**src/logic/calcKeyPkg.sv**
```systemverilog
/*
 * Input protocol of the RPN calculator: commands, opcodes and key formats.
 * Imported by every unit that decodes keys, and by the testbench.
 */
package calcKeyPkg;

    ////////////////////
    // data path
    ////////////////////

    localparam int wordWidth = 16;

    typedef logic [wordWidth-1:0] calcWord;

    ////////////////////
    // command and opcode encodings
    ////////////////////

    // one-hot commands with zero for no key this cycle
    typedef enum logic [3:0] {
        cmdNone  = 4'h0,
        cmdStart = 4'h1,
        cmdEnter = 4'h2,
        cmdArith = 4'h4,
        cmdDone  = 4'h8
    } keyCmd;

    // one-hot opcodes carried in the payload of an arith key
    typedef enum logic [wordWidth-1:0] {
        opAdd    = 'h01,
        opSub    = 'h02, // second minus top
        opAnd    = 'h04,
        opSwap   = 'h08,
        opNegate = 'h10,
        opPop    = 'h20
    } arithOp;

    typedef struct packed {
        keyCmd   cmd;
        calcWord payload; // operand or opcode
    } calcKey;

    // key after session filtering
    typedef struct packed {
        logic   valid;
        calcKey key;
    } acceptedKey;

endpackage

```
**src/logic/calcStatusPkg.sv**
```systemverilog
/*
 * Event strobes passed between the calculator units and the visible status.
 * All event fields are single-cycle and belong to the key of that cycle.
 */
package calcStatusPkg;

    ////////////////////
    // per-key events
    ////////////////////

    // from the operand stack
    typedef struct packed {
        logic overflow;     // push at full depth is dropped
        logic underflow;    // too few operands
        logic emptied;      // pop left nothing behind
        logic dataOverflow; // signed add/sub overflow
        logic badOpcode;
    } stackEvents;

    // from the session tracker
    typedef struct packed {
        logic start;    // session opened
        logic finish;   // session closed by done
        logic protoErr; // bad command inside a session
    } sessionEvents;

    ////////////////////
    // outputs
    ////////////////////

    typedef struct packed {
        logic finished;
        logic correct;
        logic stackOverflow;
        logic unexpectedDone;
        logic protocolError;
        logic dataOverflow;
    } calcStatus;

endpackage

```
**src/logic/operandStack.sv**
```systemverilog
/*
 * Operand stack with its arithmetic unit. Acts on each accepted key at the
 * next clock edge and reports stack and arithmetic events for that key.
 * The top of the stack lives at index depth-1.
 */
module operandStack
    import calcKeyPkg::*, calcStatusPkg::*;
#(
    parameter  int stackDepth = 8,
    localparam int depthW     = $clog2(stackDepth + 1)
) (
    input  logic              ck,
    input  logic              rst_l,
    input  acceptedKey        accKey,
    output calcWord           top,
    output logic [depthW-1:0] depth,
    output stackEvents        events
);

    localparam int idxW = $clog2(stackDepth);
    localparam int msb  = wordWidth - 1;
    localparam logic [depthW-1:0] fullDepth = depthW'(stackDepth);

    // one write port of the register array
    typedef struct packed {
        logic            en;
        logic [idxW-1:0] idx;
        calcWord         data;
    } wrPort;

    calcWord           mem [stackDepth];
    logic [depthW-1:0] depthQ, depthNext;
    logic [idxW-1:0]   topIdx, secIdx, pushIdx;
    calcWord           topW, secW;
    calcWord           sum, diff, aluOut;
    logic              aluOvf;
    wrPort             wrA, wrB;
    arithOp            op;
    logic              isStart, isEnter, isArith;
    logic              hasOne, hasTwo;

    ////////////////////
    // operand fetch
    ////////////////////

    assign topIdx  = idxW'(depthQ - 1'b1);
    assign secIdx  = idxW'(depthQ - 2'd2);
    assign pushIdx = idxW'(depthQ); // only used below full depth
    assign topW    = mem[topIdx];
    assign secW    = mem[secIdx];

    assign hasOne = depthQ != '0;
    assign hasTwo = depthQ > depthW'(1);

    assign op      = arithOp'(accKey.key.payload);
    assign isStart = accKey.valid && (accKey.key.cmd == cmdStart);
    assign isEnter = accKey.valid && (accKey.key.cmd == cmdEnter);
    assign isArith = accKey.valid && (accKey.key.cmd == cmdArith);

    assign top   = hasOne ? topW : '0;
    assign depth = depthQ;

    ////////////////////
    // arithmetic unit
    ////////////////////

    assign sum  = secW + topW;
    assign diff = secW - topW;

    always_comb begin
        aluOut = secW & topW;
        aluOvf = 1'b0;
        if (op == opAdd) begin
            aluOut = sum;
            // same operand signs with the result sign flipped
            aluOvf = (secW[msb] == topW[msb]) && (sum[msb] != secW[msb]);
        end else if (op == opSub) begin
            aluOut = diff;
            aluOvf = (secW[msb] != topW[msb]) && (diff[msb] != secW[msb]);
        end
    end

    ////////////////////
    // key execution
    ////////////////////

    always_comb begin
        depthNext = depthQ;
        wrA       = '0;
        wrB       = '0;
        events    = '0;

        if (isStart) begin
            // fresh session discards old contents
            depthNext = depthW'(1);
            wrA.en    = 1'b1;
            wrA.idx   = '0;
            wrA.data  = accKey.key.payload;
        end else if (isEnter) begin
            if (depthQ == fullDepth) begin
                events.overflow = 1'b1; // value is lost
            end else begin
                depthNext = depthQ + 1'b1;
                wrA.en    = 1'b1;
                wrA.idx   = pushIdx;
                wrA.data  = accKey.key.payload;
            end
        end else if (isArith) begin
            case (op)
                opAdd, opSub, opAnd: begin
                    if (!hasTwo) begin
                        events.underflow = 1'b1;
                    end else begin
                        depthNext           = depthQ - 1'b1;
                        wrA.en              = 1'b1;
                        wrA.idx             = secIdx; // result replaces both
                        wrA.data            = aluOut;
                        events.dataOverflow = aluOvf;
                    end
                end
                opSwap: begin
                    if (!hasTwo) begin
                        events.underflow = 1'b1;
                    end else begin
                        wrA.en   = 1'b1;
                        wrA.idx  = topIdx;
                        wrA.data = secW;
                        wrB.en   = 1'b1;
                        wrB.idx  = secIdx;
                        wrB.data = topW;
                    end
                end
                opNegate: begin
                    if (!hasOne) begin
                        events.underflow = 1'b1;
                    end else begin
                        wrA.en   = 1'b1;
                        wrA.idx  = topIdx;
                        wrA.data = ~topW + 1'b1; // two's complement
                    end
                end
                opPop: begin
                    if (!hasOne) begin
                        events.underflow = 1'b1;
                    end else begin
                        depthNext      = depthQ - 1'b1;
                        events.emptied = depthQ == depthW'(1);
                    end
                end
                default: begin
                    events.badOpcode = 1'b1;
                end
            endcase
        end
    end

    ////////////////////
    // storage
    ////////////////////

    always_ff @(posedge ck) begin
        if (wrA.en) begin
            mem[wrA.idx] <= wrA.data;
        end
        if (wrB.en) begin
            mem[wrB.idx] <= wrB.data; // second port used by swap only
        end
    end

    always_ff @(posedge ck or negedge rst_l) begin
        if (!rst_l) begin
            depthQ <= '0;
        end else begin
            depthQ <= depthNext;
        end
    end

endmodule

```
**src/logic/resultReporter.sv**
```systemverilog
/*
 * Collects the error events of a session and publishes result and status
 * at done. Outputs hold until the next session is opened.
 */
module resultReporter
    import calcKeyPkg::*, calcStatusPkg::*;
#(
    parameter  int stackDepth = 8,
    localparam int depthW     = $clog2(stackDepth + 1)
) (
    input  logic              ck,
    input  logic              rst_l,
    input  sessionEvents      sessEvents,
    input  stackEvents        stkEvents,
    input  calcWord           top,
    input  logic [depthW-1:0] depth,
    output calcWord           result,
    output calcStatus         status
);

    typedef struct packed {
        logic stackOverflow;
        logic protocolError;
        logic dataOverflow;
    } errFlags;

    errFlags   sticky, curErr;
    calcStatus doneStatus;
    logic      anyErr;

    // sticky flags merged with this cycle's events
    always_comb begin
        curErr.stackOverflow = sticky.stackOverflow | stkEvents.overflow;
        curErr.protocolError = sticky.protocolError | sessEvents.protoErr |
                               stkEvents.underflow | stkEvents.emptied |
                               stkEvents.badOpcode;
        curErr.dataOverflow  = sticky.dataOverflow | stkEvents.dataOverflow;
    end

    ////////////////////
    // done-time rules
    ////////////////////

    always_comb begin
        doneStatus.finished       = 1'b1;
        doneStatus.stackOverflow  = curErr.stackOverflow;
        doneStatus.protocolError  = curErr.protocolError || (depth == '0);
        doneStatus.dataOverflow   = curErr.dataOverflow;
        anyErr = doneStatus.stackOverflow | doneStatus.protocolError |
                 doneStatus.dataOverflow;
        // leftovers on the stack count only when nothing else went wrong
        doneStatus.unexpectedDone = !anyErr && (depth > depthW'(1));
        doneStatus.correct        = !anyErr && (depth == depthW'(1));
    end

    always_ff @(posedge ck or negedge rst_l) begin
        if (!rst_l) begin
            sticky <= '0;
            result <= '0;
            status <= '0;
        end else if (sessEvents.start) begin
            sticky <= '0; // new session
            result <= '0;
            status <= '0;
        end else begin
            sticky <= curErr;
            if (sessEvents.finish) begin
                result <= top;
                status <= doneStatus;
            end
        end
    end

endmodule

```
**src/logic/rpnCalc.sv**
```systemverilog
/*
 * Top of the 16-bit RPN calculator. One key per cycle goes in; result and
 * status appear one cycle after done. stackDepth sets the operand stack size.
 */
module rpnCalc
    import calcKeyPkg::*, calcStatusPkg::*;
#(
    parameter int stackDepth = 8
) (
    input  logic      ck,
    input  logic      rst_l,
    input  calcKey    key,
    output calcWord   result,
    output calcStatus status
);

    localparam int depthW = $clog2(stackDepth + 1);

    acceptedKey        accKey;
    sessionEvents      sessEv;
    stackEvents        stkEv;
    calcWord           stkTop;
    logic [depthW-1:0] stkDepth;

    // tracker and stack see the same key in the same cycle
    sessionTracker tracker0 (
        .ck     (ck),
        .rst_l  (rst_l),
        .key    (key),
        .accKey (accKey),
        .events (sessEv)
    );

    operandStack #(.stackDepth(stackDepth)) stack0 (
        .ck     (ck),
        .rst_l  (rst_l),
        .accKey (accKey),
        .top    (stkTop),
        .depth  (stkDepth),
        .events (stkEv)
    );

    resultReporter #(.stackDepth(stackDepth)) reporter0 (
        .ck         (ck),
        .rst_l      (rst_l),
        .sessEvents (sessEv),
        .stkEvents  (stkEv),
        .top        (stkTop),
        .depth      (stkDepth),
        .result     (result),
        .status     (status)
    );

endmodule

```
**src/logic/sessionTracker.sv**
```systemverilog
/*
 * Session FSM of the calculator. Decides which keys reach the stack and
 * raises the session strobes. Keys outside a session, other than start,
 * are dropped silently.
 */
module sessionTracker
    import calcKeyPkg::*, calcStatusPkg::*;
(
    input  logic         ck,
    input  logic         rst_l,
    input  calcKey       key,
    output acceptedKey   accKey,
    output sessionEvents events
);

    typedef enum logic {
        stIdle,
        stActive
    } sessState;

    sessState state, stateNext;

    ////////////////////
    // key decode
    ////////////////////

    always_comb begin
        stateNext    = state;
        accKey.valid = 1'b0;
        accKey.key   = key; // payload passes untouched
        events       = '0;

        case (state)
            stIdle: begin
                // only a start opens a session
                if (key.cmd == cmdStart) begin
                    accKey.valid = 1'b1;
                    events.start = 1'b1;
                    stateNext    = stActive;
                end
            end

            stActive: begin
                case (key.cmd)
                    cmdNone: ; // no key this cycle
                    cmdStart: begin
                        // restart inside a session is flagged and not forwarded
                        events.protoErr = 1'b1;
                    end
                    cmdEnter, cmdArith: begin
                        accKey.valid = 1'b1;
                    end
                    cmdDone: begin
                        accKey.valid  = 1'b1;
                        events.finish = 1'b1;
                        stateNext     = stIdle;
                    end
                    default: begin
                        events.protoErr = 1'b1; // unknown command
                    end
                endcase
            end

            default: begin
                stateNext = stIdle;
            end
        endcase
    end

    ////////////////////
    // state register
    ////////////////////

    always_ff @(posedge ck or negedge rst_l) begin
        if (!rst_l) begin
            state <= stIdle;
        end else begin
            state <= stateNext;
        end
    end

endmodule
```
**config.mk**
```make
export PLATFORM = sky130hd
export DESIGN_NAME = rpnCalc
export DESIGN_NICKNAME = d
export VERILOG_FILES = /design/src/logic/calcKeyPkg.sv /design/src/logic/calcStatusPkg.sv /design/src/logic/operandStack.sv /design/src/logic/resultReporter.sv /design/src/logic/rpnCalc.sv /design/src/logic/sessionTracker.sv
export SDC_FILE = /design/constraint.sdc
export NUM_CORES = 1
export LEC_CHECK = 0
export BUFFER_PORTS_ARGS = -buffer_cell sky130_fd_sc_hd__clkbuf_2
export CAP_MARGIN = 20
export CORE_UTILIZATION = 38
export DETAILED_ROUTE_END_ITERATION = 10
export SYNTH_ARGS = -nofsm -noshare
export SYNTH_HDL_FRONTEND = slang
export SYNTH_SLANG_ARGS = --single-unit
```
**constraint.sdc**
```tcl
create_clock -name ck -period 7.8 [get_ports ck]
set_input_delay 0.78 -clock ck [delete_from_list [all_inputs] [get_ports ck]]
set_output_delay 0.78 -clock ck [all_outputs]
set_load 0.03 [all_outputs]
```
==> flow_metrics.env <==
export IMPL_status="finished, final reports clean"
export IMPL_crit_required_ns=7.96
export IMPL_netlist_area_um2=11730
export IMPL_cts_setup_buffers=0
export IMPL_synth_top_area_share_pct=32.76
export IMPL_ys_seq_area_share_pct=39.16
export IMPL_crit_slowest_cell="buf_4"
export IMPL_layout_common_cells="nor2_1, edfxtp_1, nand2_1, a21oi_1, mux4_2"
export IMPL_diodes=0
export IMPL_insertion_delay_ns=0.45
export IMPL_hold_buffers=0
export IMPL_ys_seq_elements=158
export IMPL_io_pin_count=44
export IMPL_final_common_cell="nor2_1"
export IMPL_place_congestion=0.9308
export IMPL_finish_net_count=1244
export IMPL_grtUsageTotal_pct=26.51
export IMPL_grt_overflow_total=0
export IMPL_die_width_um=177.7
export IMPL_drv_slew=0
export IMPL_die_h_um=177.7
export IMPL_min_period_over_period_pct=76.47
export IMPL_ant_nets=0
export IMPL_grt_max_degree=64
export IMPL_numCtsBuffers=17
export IMPL_layout_drive_gt1_share_pct=20.27
export IMPL_vias=10310
export IMPL_postLayoutCellArea_um2=13130
export IMPL_cts_tree="yes"
export IMPL_yosys_warnings=0
export IMPL_drv_cap=0
export IMPL_max_freq_mhz=167.7
export IMPL_rsz0062_at_grt="false"
export IMPL_hold_path_class="input port to async pin"
export IMPL_leakagePower_nw=4.833
export IMPL_avgViaCountPerCell=6.506
export IMPL_r2r_start="stack0.depth[0]$_DFFE_PN0P_"
export IMPL_worst_setup_path_type="flop to flop"
export IMPL_cp_end_kind="flop"
export IMPL_grt_pass1_wl_um=60970
export IMPL_cts_repair_resized=0
export IMPL_num_rows=63
export IMPL_period_minus_slack_ns=5.964
export IMPL_start_util_pct=39.06
export IMPL_ir_drop_mv=0.2585
export IMPL_clockBufferDepth=2
export IMPL_placed_area_um2=12490
export IMPL_worstPathArrival_ns=6.12
export IMPL_htreeDepth=4
export IMPL_clkSinkCount=158
export IMPL_slew_headroom_pct=35.43
export IMPL_syn_inst=1151
export IMPL_core_um2=30030
export IMPL_path_cells="buf_4 -> buf_4 -> mux4_2 -> mux2i_2 -> inv_1 -> ha_1 -> or2_2 -> nor4_1 -> nor2_1 -> xnor2_1 -> o221ai_1 -> o221ai_1 -> a22oi_1 -> mux2i_1"
export IMPL_place_hpwl_um=28890
export IMPL_synthToLayoutAreaGrowth_pct=11.92
export IMPL_hold_violations=0
export IMPL_rr_endpoint="stack0.mem[1][10]$_DFFE_PP_"
export IMPL_finClkSkew_ns=0.009377
export IMPL_antenna_found_initial=0
export IMPL_yosys_top_cells_area="edfxtp_1, mux4_2, dfrtp_1, nor2_1, ha_1"
export IMPL_synth_largest_area_cell="edfxtp_1"
export IMPL_port_buffers=43
export IMPL_die_area_um2=31580
export IMPL_rrSetupSlack_ns=1.84
export IMPL_first_pass_iters=7
export IMPL_ys_async_sr_fraction_pct=18.99
export IMPL_r2r_cells=14
export IMPL_wl_per_cell_um=25.85
export IMPL_crit_path_start_kind="flop"
export IMPL_cellPowerDensity_nw_per_um2=509.4
export IMPL_slowest_delay_ns=0.72
export IMPL_grt_pass1_vias=9702
export IMPL_synth_avg_cell_area_um2=10.19
export IMPL_cp_max_fo=63
export IMPL_post_route_drc_count=0
export IMPL_synth_edf_count=128
export IMPL_finalSetupTns_ns=0
export IMPL_ys_types=76
export IMPL_hold_slack_ns=0.4122
export IMPL_synth_fp_nets=1214
export IMPL_ctsRootBufferMaster="clkbuf_16"
export IMPL_synth_main_ff_cell="edfxtp_1"
export IMPL_worst_slew_pin_slew_ns=0.9686
export IMPL_wirelength_um=40950
export IMPL_drt_initial_drc_count=1208
export IMPL_clkSlewWorstSetupHoldPaths_ns=0.07
export IMPL_setup_viol=0
## final cells by class
cell class | count | area, um2
Timing Repair Buffer | 82 | 518.0
Sequential cell | 158 | 4599
Inverter | 33 | 123.9
Multi-Input combinational cell | 889 | 6769
Tap cell | 390 | 488.0
Fill cell | 2835 | 16900
Clock inverter | 14 | 202.7
Clock buffer | 18 | 429.2
## layer usage
metal	share of wire, %	track usage (%)
met3	8.5	4.991
met2	46	42.27
met1	42	35.42
met5	0	0
met4	3.7	10.58
## metrics by stage
stage | power (mW) | setup WS (ns) | util, % | instances
after global routing | 7.044 | 1.552 | 43.72 | 1584
after global placement | 5.649 | 1.915 | 41.60 | 1551
after CTS | 6.593 | 1.910 | 43.70 | 1583
after floorplan | 4.333 | 1.596 | - | 1151
final | 6.688 | 1.836 | 43.72 | 1584
after detailed placement | 5.653 | 1.925 | 41.60 | 1551
## kinds of logic (layout without fill, tap and decap cells)
family	after synthesis	count (layout)	share of synthesized area, %
buf+inv	104	147	3.669
compound gates	325	325	17.79
xor+xnor	21	21	1.728
simple gates	368	368	14.58
flops	158	158	39.16
mux	134	134	18.57
fa+ha+maj	41	41	4.501
## sequential cells by signal, summed over array words and instances (netlist names)
| signal | flops |
|---|---|
| reporter0.sticky | 3 |
| stack0.depth | 4 |
| stack0.mem | 128 |
| reporter0.status | 6 |
| tracker0.state | 1 |
| reporter0.result | 16 |
## power breakdown
part	switching [mW]	leakage [nW]	internal (mW)
Clock	0.385	0.302	0.543
Combinational	3.00	2.94	1.76
Sequential	0.0376	1.59	0.965
Total	3.42	4.83	3.26
## how the worst max path moves through the flow
stage	start	endpoint	slack (ns)	depth (start not counted)
detailed placement	stack0.depth[0]$_DFFE_PN0P_	stack0.mem[1][10]$_DFFE_PP_	1.93	14
global placement	stack0.depth[0]$_DFFE_PN0P_	stack0.mem[5][10]$_DFFE_PP_	1.91	14
finish	stack0.depth[0]$_DFFE_PN0P_	stack0.mem[1][10]$_DFFE_PP_	1.84	14
floorplan	stack0.depth[0]$_DFFE_PN0P_	stack0.mem[5][11]$_DFFE_PP_	1.60	25
CTS	stack0.depth[0]$_DFFE_PN0P_	stack0.mem[1][10]$_DFFE_PP_	1.91	14
global route	stack0.depth[0]$_DFFE_PN0P_	stack0.mem[2][10]$_DFFE_PP_	1.55	14
## synth_stat cells, types with 12 or more instances
master    instances
o21ai_1          22
mux2i_1          41
nand2_1          97
o21ai_0          56
nor2_1          143
a22oi_1          16
nand3_1          22
clkbuf_1         49
nand2b_1         14
a21oi_1          93
nor3_1           17
mux2_2           22
o22ai_1          20
ha_1             39
inv_1            29
edfxtp_1        128
o221ai_1         15
nor2b_1          12
xnor2_1          19
dfrtp_1          30
mux4_2           61
## worst max-delay path, delay by kind of cell, from the launching register on
family                     cells  cell delay (ns)
xor gates and xnor gates       1             0.14
adders and majority gates      1             0.37
muxes                          3             1.23
and+or+nand+nor                3             0.93
DFF                            1             0.41
buffers and inverters          3             1.56
AOI/OAI and AO/OA              3             0.96
(Power assumes the default switching activity.)
